===== src/rmt_stream_pkg.sv =====
`default_nettype none

package rmt_stream_pkg;

	// beat stream widths
	localparam int DATA_W = 64;
	localparam int KEEP_W = DATA_W / 8;

	// header layout in the first beat
	localparam int FIELD_W = 16;
	localparam int VLAN_W = 12;
	localparam int FIELD_A_LSB = 48;
	localparam int FIELD_B_LSB = 32;
	localparam int FIELD_C_LSB = 16;
	localparam int TAG_LSB = 0;

	typedef struct packed {
		logic [DATA_W-1:0] tdata;
		logic [KEEP_W-1:0] tkeep;
		logic              tlast;
	} beat_t;

	// header vector, vlan id is the low part of the tag
	typedef struct packed {
		logic [FIELD_W-1:0] a;
		logic [FIELD_W-1:0] b;
		logic [FIELD_W-1:0] c;
		logic [FIELD_W-1:0] tag;
		logic [VLAN_W-1:0]  vlan;
	} phv_t;

endpackage

`default_nettype wire

===== src/rmt_action_pkg.sv =====
`default_nettype none

package rmt_action_pkg;

	// per-stage action table size
	localparam int TABLE_DEPTH = 16;
	localparam int IDX_W = $clog2(TABLE_DEPTH);

	typedef enum logic [1:0] {
		ACT_NOP,
		ACT_SET,
		ACT_ADD,
		ACT_SUB
	} act_op_e;

	typedef enum logic [1:0] {
		FLD_A,
		FLD_B,
		FLD_C
	} act_field_e;

	typedef struct packed {
		act_op_e                             op;
		act_field_e                          field;
		logic [rmt_stream_pkg::FIELD_W-1:0] imm;
	} action_t;

endpackage

`default_nettype wire


===== src/rmt_axis_if.sv =====
`timescale 1ns/1ps
`default_nettype none

interface rmt_axis_if;

	logic [rmt_stream_pkg::DATA_W-1:0] tdata;
	logic [rmt_stream_pkg::KEEP_W-1:0] tkeep;
	logic                              tlast;
	logic                              tvalid;
	logic                              tready;

	// beat moves on tvalid and tready both high
	modport src (output tdata, output tkeep, output tlast, output tvalid, input tready);
	modport snk (input tdata, input tkeep, input tlast, input tvalid, output tready);

endinterface

`default_nettype wire


===== src/rmt_pipeline_top.sv =====
`timescale 1ns/1ps
`default_nettype none

module rmt_pipeline_top #(
	parameter int NUM_STAGES = 2,
	parameter int PKT_FIFO_DEPTH_BITS = 4,
	parameter int PHV_FIFO_DEPTH_BITS = 3,
	localparam int STAGE_W = (NUM_STAGES > 1) ? $clog2(NUM_STAGES) : 1
) (
	input  wire                                clk,
	input  wire                                aresetn,
	input  wire  [31:0]                        vlan_drop_flags,
	input  wire                                cfg_valid,
	input  wire  [STAGE_W-1:0]                 cfg_stage,
	input  wire  [rmt_action_pkg::IDX_W-1:0]   cfg_index,
	input  wire  rmt_action_pkg::act_op_e      cfg_op,
	input  wire  rmt_action_pkg::act_field_e   cfg_field,
	input  wire  [rmt_stream_pkg::FIELD_W-1:0] cfg_imm,
	input  wire  [rmt_stream_pkg::DATA_W-1:0]  s_axis_tdata,
	input  wire  [rmt_stream_pkg::KEEP_W-1:0]  s_axis_tkeep,
	input  wire                                s_axis_tlast,
	input  wire                                s_axis_tvalid,
	output logic                               s_axis_tready,
	output logic [rmt_stream_pkg::DATA_W-1:0]  m_axis_tdata,
	output logic [rmt_stream_pkg::KEEP_W-1:0]  m_axis_tkeep,
	output logic                               m_axis_tlast,
	output logic                               m_axis_tvalid,
	input  wire                                m_axis_tready
);

	rmt_axis_if filt_axis ();

	rmt_stream_pkg::beat_t pkt_in_beat;
	rmt_stream_pkg::beat_t pkt_out_beat;
	rmt_stream_pkg::phv_t  stg_phv [NUM_STAGES+1];
	rmt_stream_pkg::phv_t  phv_head;
	logic [NUM_STAGES:0]   stg_valid;
	logic pkt_wr;
	logic pkt_rd;
	logic pkt_empty;
	logic pkt_nearly_full;
	logic phv_rd;
	logic phv_empty;
	logic phv_nearly_full;

	rmt_vlan_filter i_rmt_vlan_filter (
		.clk(clk), .aresetn(aresetn), .vlan_drop_flags(vlan_drop_flags),
		.s_axis_tdata(s_axis_tdata), .s_axis_tkeep(s_axis_tkeep),
		.s_axis_tlast(s_axis_tlast), .s_axis_tvalid(s_axis_tvalid),
		.s_axis_tready(s_axis_tready), .m(filt_axis.src)
	);

	rmt_parser i_rmt_parser (
		.clk(clk), .aresetn(aresetn), .s(filt_axis.snk),
		.pkt_wr(pkt_wr), .pkt_beat(pkt_in_beat),
		.pkt_nearly_full(pkt_nearly_full), .phv_nearly_full(phv_nearly_full),
		.phv(stg_phv[0]), .phv_valid(stg_valid[0])
	);

	// one stage per table, chained in order
	for (genvar s = 0; s < NUM_STAGES; s++) begin : g_stage
		rmt_match_stage #(.STAGE_IDX(s), .STAGE_W(STAGE_W)) i_rmt_match_stage (
			.clk(clk), .aresetn(aresetn), .cfg_valid(cfg_valid), .cfg_stage(cfg_stage),
			.cfg_index(cfg_index), .cfg_op(cfg_op), .cfg_field(cfg_field), .cfg_imm(cfg_imm),
			.phv_in(stg_phv[s]), .phv_in_valid(stg_valid[s]),
			.phv_out(stg_phv[s+1]), .phv_out_valid(stg_valid[s+1])
		);
	end

	rmt_sync_fifo #(
		.WIDTH($bits(rmt_stream_pkg::beat_t)), .DEPTH_BITS(PKT_FIFO_DEPTH_BITS), .MARGIN(1)
	) i_pkt_fifo (
		.clk(clk), .aresetn(aresetn), .wr_en(pkt_wr), .din(pkt_in_beat),
		.rd_en(pkt_rd), .dout(pkt_out_beat), .empty(pkt_empty), .nearly_full(pkt_nearly_full)
	);

	// room for every header still inside the stages
	rmt_sync_fifo #(
		.WIDTH($bits(rmt_stream_pkg::phv_t)), .DEPTH_BITS(PHV_FIFO_DEPTH_BITS),
		.MARGIN(NUM_STAGES + 1)
	) i_phv_fifo (
		.clk(clk), .aresetn(aresetn), .wr_en(stg_valid[NUM_STAGES]), .din(stg_phv[NUM_STAGES]),
		.rd_en(phv_rd), .dout(phv_head), .empty(phv_empty), .nearly_full(phv_nearly_full)
	);

	rmt_deparser i_rmt_deparser (
		.clk(clk), .aresetn(aresetn),
		.pkt_beat(pkt_out_beat), .pkt_empty(pkt_empty), .pkt_rd(pkt_rd),
		.phv(phv_head), .phv_empty(phv_empty), .phv_rd(phv_rd),
		.m_axis_tdata(m_axis_tdata), .m_axis_tkeep(m_axis_tkeep), .m_axis_tlast(m_axis_tlast),
		.m_axis_tvalid(m_axis_tvalid), .m_axis_tready(m_axis_tready)
	);

endmodule

`default_nettype wire


===== src/rmt_deparser.sv =====
`timescale 1ns/1ps
`default_nettype none

module rmt_deparser (
	input  wire                               clk,
	input  wire                               aresetn,
	input  wire  rmt_stream_pkg::beat_t       pkt_beat,
	input  wire                               pkt_empty,
	output logic                              pkt_rd,
	input  wire  rmt_stream_pkg::phv_t        phv,
	input  wire                               phv_empty,
	output logic                              phv_rd,
	output logic [rmt_stream_pkg::DATA_W-1:0] m_axis_tdata,
	output logic [rmt_stream_pkg::KEEP_W-1:0] m_axis_tkeep,
	output logic                              m_axis_tlast,
	output logic                              m_axis_tvalid,
	input  wire                               m_axis_tready
);

	logic                              first;
	logic                              out_free;
	logic                              can_go;
	logic [rmt_stream_pkg::DATA_W-1:0] hdr_data;

	assign out_free = ~m_axis_tvalid | m_axis_tready;
	// header vector stays at the FIFO head for the whole packet
	assign can_go = ~pkt_empty & ~phv_empty & out_free;
	assign pkt_rd = can_go;
	assign phv_rd = can_go & pkt_beat.tlast;

	// patch fields, tag stays as received
	always_comb begin
		hdr_data = pkt_beat.tdata;
		hdr_data[rmt_stream_pkg::FIELD_A_LSB +: rmt_stream_pkg::FIELD_W] = phv.a;
		hdr_data[rmt_stream_pkg::FIELD_B_LSB +: rmt_stream_pkg::FIELD_W] = phv.b;
		hdr_data[rmt_stream_pkg::FIELD_C_LSB +: rmt_stream_pkg::FIELD_W] = phv.c;
	end

	always_ff @(posedge clk) begin
		if (!aresetn) begin
			first <= 1'b1;
			m_axis_tvalid <= 1'b0;
		end else begin
			if (out_free)
				m_axis_tvalid <= can_go;
			if (can_go)
				first <= pkt_beat.tlast;
		end
	end

	always_ff @(posedge clk) begin
		if (can_go) begin
			m_axis_tdata <= first ? hdr_data : pkt_beat.tdata;
			m_axis_tkeep <= pkt_beat.tkeep;
			m_axis_tlast <= pkt_beat.tlast;
		end
	end

endmodule

`default_nettype wire


===== src/rmt_match_stage.sv =====
`timescale 1ns/1ps
`default_nettype none

module rmt_match_stage #(
	parameter int STAGE_IDX = 0,
	parameter int STAGE_W = 1
) (
	input  wire                                     clk,
	input  wire                                     aresetn,
	input  wire                                     cfg_valid,
	input  wire  [STAGE_W-1:0]                      cfg_stage,
	input  wire  [rmt_action_pkg::IDX_W-1:0]        cfg_index,
	input  wire  rmt_action_pkg::act_op_e           cfg_op,
	input  wire  rmt_action_pkg::act_field_e        cfg_field,
	input  wire  [rmt_stream_pkg::FIELD_W-1:0]      cfg_imm,
	input  wire  rmt_stream_pkg::phv_t              phv_in,
	input  wire                                     phv_in_valid,
	output rmt_stream_pkg::phv_t                    phv_out,
	output logic                                    phv_out_valid
);

	rmt_action_pkg::action_t          table_q [rmt_action_pkg::TABLE_DEPTH];
	rmt_action_pkg::action_t          entry;
	rmt_stream_pkg::phv_t             phv_next;
	logic [rmt_stream_pkg::FIELD_W-1:0] operand;
	logic [rmt_stream_pkg::FIELD_W-1:0] result;

	// table write, only for this stage
	always_ff @(posedge clk) begin
		if (!aresetn) begin
			for (int i = 0; i < rmt_action_pkg::TABLE_DEPTH; i++)
				table_q[i] <= '{op: rmt_action_pkg::ACT_NOP, field: rmt_action_pkg::FLD_A, imm: '0};
		end else if (cfg_valid && (cfg_stage == STAGE_W'(STAGE_IDX))) begin
			table_q[cfg_index] <= '{op: cfg_op, field: cfg_field, imm: cfg_imm};
		end
	end

	// low vlan bits index the table
	always_comb begin
		entry = table_q[phv_in.vlan[rmt_action_pkg::IDX_W-1:0]];
		phv_next = phv_in;
		case (entry.field)
			rmt_action_pkg::FLD_A: operand = phv_in.a;
			rmt_action_pkg::FLD_B: operand = phv_in.b;
			default:               operand = phv_in.c;
		endcase
		// add and sub wrap at 16 bits
		case (entry.op)
			rmt_action_pkg::ACT_SET: result = entry.imm;
			rmt_action_pkg::ACT_ADD: result = operand + entry.imm;
			rmt_action_pkg::ACT_SUB: result = operand - entry.imm;
			default:                 result = operand;
		endcase
		case (entry.field)
			rmt_action_pkg::FLD_A: phv_next.a = result;
			rmt_action_pkg::FLD_B: phv_next.b = result;
			rmt_action_pkg::FLD_C: phv_next.c = result;
			default:               phv_next = phv_in;
		endcase
	end

	always_ff @(posedge clk) begin
		if (!aresetn)
			phv_out_valid <= 1'b0;
		else
			phv_out_valid <= phv_in_valid;
	end

	always_ff @(posedge clk) begin
		if (phv_in_valid)
			phv_out <= phv_next;
	end

endmodule

`default_nettype wire


===== src/rmt_parser.sv =====
`timescale 1ns/1ps
`default_nettype none

module rmt_parser (
	input  wire                          clk,
	input  wire                          aresetn,
	rmt_axis_if.snk                      s,
	output logic                         pkt_wr,
	output rmt_stream_pkg::beat_t        pkt_beat,
	input  wire                          pkt_nearly_full,
	input  wire                          phv_nearly_full,
	output rmt_stream_pkg::phv_t         phv,
	output logic                         phv_valid
);

	logic first;
	logic accept;

	// a new header also needs room in the header FIFO
	assign s.tready = ~pkt_nearly_full & (~first | ~phv_nearly_full);
	assign accept = s.tvalid & s.tready;

	always_ff @(posedge clk) begin
		if (!aresetn) begin
			first <= 1'b1;
			pkt_wr <= 1'b0;
			phv_valid <= 1'b0;
		end else begin
			pkt_wr <= accept;
			phv_valid <= accept & first;
			if (accept)
				first <= s.tlast;
		end
	end

	always_ff @(posedge clk) begin
		if (accept) begin
			pkt_beat.tdata <= s.tdata;
			pkt_beat.tkeep <= s.tkeep;
			pkt_beat.tlast <= s.tlast;
		end
		// fields come from the first beat only
		if (accept & first) begin
			phv.a <= s.tdata[rmt_stream_pkg::FIELD_A_LSB +: rmt_stream_pkg::FIELD_W];
			phv.b <= s.tdata[rmt_stream_pkg::FIELD_B_LSB +: rmt_stream_pkg::FIELD_W];
			phv.c <= s.tdata[rmt_stream_pkg::FIELD_C_LSB +: rmt_stream_pkg::FIELD_W];
			phv.tag <= s.tdata[rmt_stream_pkg::TAG_LSB +: rmt_stream_pkg::FIELD_W];
			phv.vlan <= s.tdata[rmt_stream_pkg::TAG_LSB +: rmt_stream_pkg::VLAN_W];
		end
	end

endmodule

`default_nettype wire


===== src/rmt_vlan_filter.sv =====
`timescale 1ns/1ps
`default_nettype none

module rmt_vlan_filter (
	input  wire                               clk,
	input  wire                               aresetn,
	input  wire  [31:0]                       vlan_drop_flags,
	input  wire  [rmt_stream_pkg::DATA_W-1:0] s_axis_tdata,
	input  wire  [rmt_stream_pkg::KEEP_W-1:0] s_axis_tkeep,
	input  wire                               s_axis_tlast,
	input  wire                               s_axis_tvalid,
	output logic                              s_axis_tready,
	rmt_axis_if.src                           m
);

	logic       in_first;
	logic       drop_hold;
	logic       drop_cur;
	logic       out_free;
	logic       accept;
	logic [4:0] drop_sel;

	// vlan id modulo 32 picks the flag
	assign drop_sel = s_axis_tdata[rmt_stream_pkg::TAG_LSB +: 5];
	assign drop_cur = in_first ? vlan_drop_flags[drop_sel] : drop_hold;

	// output register empty or draining
	assign out_free = ~m.tvalid | m.tready;
	assign s_axis_tready = out_free;
	assign accept = s_axis_tvalid & out_free;

	always_ff @(posedge clk) begin
		if (!aresetn) begin
			in_first <= 1'b1;
			drop_hold <= 1'b0;
			m.tvalid <= 1'b0;
		end else begin
			if (accept) begin
				in_first <= s_axis_tlast;
				// decision sticks until tlast
				drop_hold <= drop_cur;
			end
			if (out_free)
				m.tvalid <= accept & ~drop_cur;
		end
	end

	// dropped beats are swallowed here
	always_ff @(posedge clk) begin
		if (accept & ~drop_cur) begin
			m.tdata <= s_axis_tdata;
			m.tkeep <= s_axis_tkeep;
			m.tlast <= s_axis_tlast;
		end
	end

endmodule

`default_nettype wire


===== src/rmt_sync_fifo.sv =====
`timescale 1ns/1ps
`default_nettype none

module rmt_sync_fifo #(
	parameter int WIDTH = 8,
	parameter int DEPTH_BITS = 4,
	parameter int MARGIN = 1
) (
	input  wire              clk,
	input  wire              aresetn,
	input  wire              wr_en,
	input  wire  [WIDTH-1:0] din,
	input  wire              rd_en,
	output logic [WIDTH-1:0] dout,
	output logic             empty,
	output logic             nearly_full
);

	localparam int DEPTH = 1 << DEPTH_BITS;
	localparam logic [DEPTH_BITS:0] LIMIT = (DEPTH_BITS + 1)'(DEPTH - MARGIN);

	logic [WIDTH-1:0]      mem [DEPTH];
	logic [DEPTH_BITS-1:0] wr_ptr;
	logic [DEPTH_BITS-1:0] rd_ptr;
	logic [DEPTH_BITS:0]   count;
	logic [DEPTH_BITS:0]   used;
	logic                  do_rd;

	// head entry shows without a read
	assign dout = mem[rd_ptr];
	assign empty = (count == '0);
	assign do_rd = rd_en & ~empty;

	// a write landing this cycle already counts as used
	assign used = count + {{DEPTH_BITS{1'b0}}, wr_en};
	assign nearly_full = (used > LIMIT);

	always_ff @(posedge clk) begin
		if (wr_en) begin
			mem[wr_ptr] <= din;
		end
	end

	always_ff @(posedge clk) begin
		if (!aresetn) begin
			wr_ptr <= '0;
			rd_ptr <= '0;
			count <= '0;
		end else begin
			if (wr_en)
				wr_ptr <= wr_ptr + 1'b1;
			if (do_rd)
				rd_ptr <= rd_ptr + 1'b1;
			count <= count + {{DEPTH_BITS{1'b0}}, wr_en} - {{DEPTH_BITS{1'b0}}, do_rd};
		end
	end

endmodule

`default_nettype wire


===== config.mk =====
export PLATFORM = sky130hd
export DESIGN_NAME = rmt_pipeline_top
export DESIGN_NICKNAME = d
export VERILOG_FILES = /design/src/rmt_stream_pkg.sv /design/src/rmt_action_pkg.sv /design/src/rmt_axis_if.sv /design/src/rmt_pipeline_top.sv /design/src/rmt_deparser.sv /design/src/rmt_match_stage.sv /design/src/rmt_parser.sv /design/src/rmt_vlan_filter.sv /design/src/rmt_sync_fifo.sv
export SDC_FILE = /design/constraint.sdc
export NUM_CORES = 2
export LEC_CHECK = 0
export ABC_CLOCK_PERIOD_IN_PS = 4700
export BUFFER_PORTS_ARGS = -buffer_cell sky130_fd_sc_hd__buf_2
export CORE_ASPECT_RATIO = 0.7
export CORE_MARGIN = 4
export CORE_UTILIZATION = 50
export CTS_BUF_LIST = sky130_fd_sc_hd__clkbuf_8
export CTS_CLUSTER_DIAMETER = 80
export DETAILED_ROUTE_END_ITERATION = 10
export PLACE_DENSITY = 0.71
export SYNTH_ARGS = -nofsm -noshare
export SYNTH_HDL_FRONTEND = slang
export SYNTH_SLANG_ARGS = --single-unit

===== constraint.sdc =====
create_clock -name clk -period 4.7 [get_ports clk]
set_input_delay 0.47 -clock clk [delete_from_list [all_inputs] [get_ports clk]]
set_output_delay 0.47 -clock clk [all_outputs]
set_load 0.02 [all_outputs]

==> flow_metrics.py <==
metrics = {
    "synthesis": {
        "ys_types": 65,
        "ys_ff_latch": 2611,
        "synth_edf_count": 2563,
        "synth-simple-area-share_pct": 5.861,
        "synth_top_family_by_area": "multiplexers",
        "ys_async_sr_fraction_pct": 0,
        "muxShareOfSynthArea_pct": 15.58,
        "yosys-top-cells-area": "edfxtp_1, mux4_2, and2_1",
        "synthCells": 5389,
        "synth_compound_area_share_pct": 2.026,
        "synth_adder_area_share_pct": 0.5962,
        "synth.yosys.seq_area_share_pct": 73.96,
        "syn-cell-area_mm2": 0.1054,
        "postSynthAreaPerCell_um2": 19.55,
        "ys.flop_type": "edfxtp_1",
        "synth_top_area_cell": "edfxtp_1",
        "synthXorXnorAreaFrac_pct": 0.5404,
        "synth_top_area_share_pct": 73.05,
        "yosysWarnings": 0,
        "synth_nets": 5573,
    },
    "power": {
        "internal-power_mw": 36.87,
        "swShare_pct": 24.49,
        "p_leak_nw": 39.71,
        "power_density_mw_per_mm2": 405.0,
        "netSwitchingPower_mw": 11.96,
        "clock_power_share_pct": 34.8,
        "max-vdd-ir-drop_mv": 0.2275,
        "comb_power_share_pct": 10.8,
        "power.total_mw": 48.82,
        "pwr-share-seq_pct": 54.3,
    },
    "setup_path": {
        "crit_type": "flip-flop to flip-flop",
        "regToRegEndpoint": "g_stage[1].i_rmt_match_stage.phv_out[43]$_DFFE_PP_",
        "end_kind": "flip-flop",
        "critPathMaxFanout": 8,
        "cp_num_buf_inv": 3,
        "cp.required_ns": 5.42,
        "cp.arrival_ns": 5.46,
        "ff2ff_setup_slack_ns": -0.04,
        "cp_slowest_cell": "mux4_2",
        "worst_path_dominant_cell_family": "compound AO/OA/AOI/OAI gates",
        "worstSetupStartpointType": "flip-flop",
        "rr_worst_depth": 21,
        "cp_cell_sequence": "buf_12, buf_12, mux4_2, mux2_4, mux2_4, nor2_4, nand3_4, or2_4, o41ai_4, xor2_1, ha_1, a21o_1, a21oi_2, and2_1, o211ai_1, a31oi_2, buf_4, a31oi_1, o21ai_1, a221oi_2, a41oi_1",
        "cpPeakStageDelay_ns": 0.49,
    },
    "layout": {
        "multi_input_area_mm2": 0.02673,
        "layout.nets": 6280,
        "final_util_pct": 57.73,
        "layout_common_cells": "edfxtp_1, and2_1, mux4_2",
        "seq_area_mm2": 0.07797,
        "layout_commonest_cell": "edfxtp_1",
        "areaGrowthSynthToFinish_pct": 14.41,
        "drive_gt1_share_pct": 30.75,
        "fill_cells": 15019,
    },
    "floorplan": {
        "start_util_pct": 50.46,
        "io_pins": 210,
        "fp.dieH_um": 392.1,
        "dieArea_mm2": 0.2182,
        "dieWidth_um": 556.6,
        "core-area_mm2": 0.2088,
        "rows": 140,
    },
    "placed_design": {
        "hpwl_um": 162400,
        "gp_congestion": 0.9071,
        "io_buffer_count": 209,
    },
    "sta": {
        "slew_headroom_pct": 14.79,
        "fin_crit_ns": 4.739,
        "whs_ns": 0.07101,
        "hold_viol_final": 0,
        "setup_viol": 8,
        "worst_slack_ns": -0.03854,
        "clock_skew_ns": 0.1294,
        "drv_slew": 0,
        "fmax_mhz": 211.0,
        "worst_pin_slew_ns": 1.278,
        "post-route-period-util_pct": 100.8,
        "rsz0062_at_grt": "yes",
    },
    "routing": {
        "vias": 54967,
        "viasPerCell": 5.997,
        "drtIter0Drc": 7549,
        "ant_nets": 0,
        "avgRoutedWirePerCell_um": 28.98,
        "drt_wl_total_um": 265600,
        "drcViolationCount": 0,
        "drt_first_pass_iters": 5,
    },
    "clocking": {
        "clockBufferDepth": 4,
        "cts_tree": "built",
        "cts_htree_levels": 5,
        "cts.clk_slew.worst_paths_ns": 0.07,
        "cts_buffers": 382,
        "clk_latency_ns": 1.00,
        "clock-sinks": 2611,
        "cts_root_buf": "clkbuf_8",
    },
    "global_route": {
        "antenna_found_initial": 28,
        "grt_max_degree": 133,
        "track_usage_pct": 24.28,
        "grt_pass1_vias": 54932,
        "grt_pass1_wl_um": 383900,
        "grt-ovfl-total": 0,
    },
    "min_path": {
        "min_path_type": "primary input to flip-flop",
        "worst_hold_path.num_cells": 4,
        "min_to": "i_rmt_vlan_filter.in_first$_SDFFE_PN1P_",
        "hold_path.startpoint": "s_axis_tvalid",
    },
    "outcome": {
        "violations": "negative setup slack",
        "status": "finished with violations",
    },
    "job": {
        "maxCapViolCount": 0,
    },
}
## routing by layer
layer	up-vias	track usage, %	routed length, um
met1	28520	36.95	108400
met3	368	6.721	32800
met2	3126	34.80	118100
met4	10	6.399	6209
met5	-	0	70
li1	22943	-	-
## power groups by stage
stage / clock, mW / combinational (mW) / sequential, mW
final: 17.0 / 5.30 / 26.5
after global routing: 18.4 / 5.63 / 26.6
after CTS: 17.3 / 4.90 / 26.5
after detailed placement: 0 / 4.68 / 27.0
after global placement: 0 / 4.63 / 27.0
after floorplan: 0 / 2.72 / 26.8
## sequential cells by signal (all words and copies together) (netlist names), 8 cells and up, named ones only
| signal | cells |
|---|---|
| i_pkt_fifo.mem | 1168 |
| g_stage.i_rmt_match_stage.table_q | 640 |
| i_phv_fifo.mem | 384 |
| g_stage.i_rmt_match_stage.phv_out | 100 |
| i_rmt_parser.pkt_beat | 73 |
| i_rmt_deparser.m_axis_tdata | 64 |
| i_rmt_vlan_filter.m.tdata | 64 |
| i_rmt_parser.phv | 52 |
| i_rmt_deparser.m_axis_tkeep | 8 |
| i_rmt_vlan_filter.m.tkeep | 8 |
## worst max path at each step
stage          startpoint                                                  to  slack [ns]  depth (start not counted)
2_1_floorplan   flip-flop  g_stage[0].i_rmt_match_stage.phv_out[43]$_DFFE_PP_        0.01                         20
3_3_place_gp    flip-flop  g_stage[0].i_rmt_match_stage.phv_out[40]$_DFFE_PP_       -0.32                         21
3_5_place_dp    flip-flop  g_stage[0].i_rmt_match_stage.phv_out[40]$_DFFE_PP_       -0.43                         21
4_1_cts         flip-flop  g_stage[1].i_rmt_match_stage.phv_out[43]$_DFFE_PP_       -0.04                         20
5_1_grt         flip-flop  g_stage[1].i_rmt_match_stage.phv_out[43]$_DFFE_PP_       -0.23                         22
6_report        flip-flop  g_stage[1].i_rmt_match_stage.phv_out[43]$_DFFE_PP_       -0.04                         21
## Yosys cell counts, types with 5 or more instances
cell type,number
a21boi_0,7
a21o_1,9
a21oi_1,92
a22oi_1,55
a31oi_1,12
and2_1,685
buf_1,39
buf_2,21
buf_4,8
clkbuf_1,272
dfxtp_1,48
edfxtp_1,2563
ha_1,47
inv_1,23
mux2_2,75
mux2i_1,131
mux4_2,633
nand2_1,142
nand2b_1,27
nand3_1,20
nand3b_1,5
nor2_1,143
nor2b_1,23
nor3_1,23
nor4_1,5
o211ai_1,6
o21a_1,7
o21ai_0,125
or3_1,5
or4_1,7
xnor2_1,42
xor2_1,23
## worst reg2reg max path, stage by stage, from the launching register on
cell	delay [ns]
dfxtp_4	0.42
buf_12	0.17
buf_12	0.13
mux4_2	0.49
mux2_4	0.33
mux2_4	0.31
nor2_4	0.13
nand3_4	0.09
or2_4	0.25
o41ai_4	0.23
xor2_1	0.14
ha_1	0.31
a21o_1	0.13
a21oi_2	0.06
and2_1	0.16
o211ai_1	0.10
a31oi_2	0.15
buf_4	0.16
a31oi_1	0.13
o21ai_1	0.11
a221oi_2	0.39
a41oi_1	0.15
## timing repair
action	CTS	global route
resized for setup	45	109
buffers inserted	14	17
setup endpoints to repair	42	53
hold buffers	75	0
pin swaps	14	53
cloned	2	1
endpoints found under the hold margin	79	0
## cell families after synthesis
logic type	count (synthesis)
AOI/OAI and AO/OA	349
xor gates and xnor gates	65
adders and majority gates	49
buffers and inverters	372
DFF	2611
muxes	839
and+or+nand+nor	1104
## area by class of cell
type / instances / share of cell area, %
multi-input combinational: 2406 / 22.18
timing repair buffer: 669 / 4.386
inverter: 26 / 0.08304
antenna: 4 / 0.008304
tap: 2769 / 2.874
clock inverter: 288 / 1.294
clock buffer: 393 / 4.487
sequential: 2611 / 64.69
## per-stage QoR
step,worst slack [ns],setup TNS (ns),cells,instance area (um2)
2_1_floorplan,0.009669,0,5389,105400
3_3_place_gp,-0.3180,-5.660,8373,111900
3_5_place_dp,-0.4284,-9.078,8373,111900
4_1_cts,-0.03954,-0.06318,9145,119900
5_1_grt,-0.2335,-3.315,9164,120500
6_report,-0.03854,-0.2044,9166,120500
(Power assumes the default switching activity.)
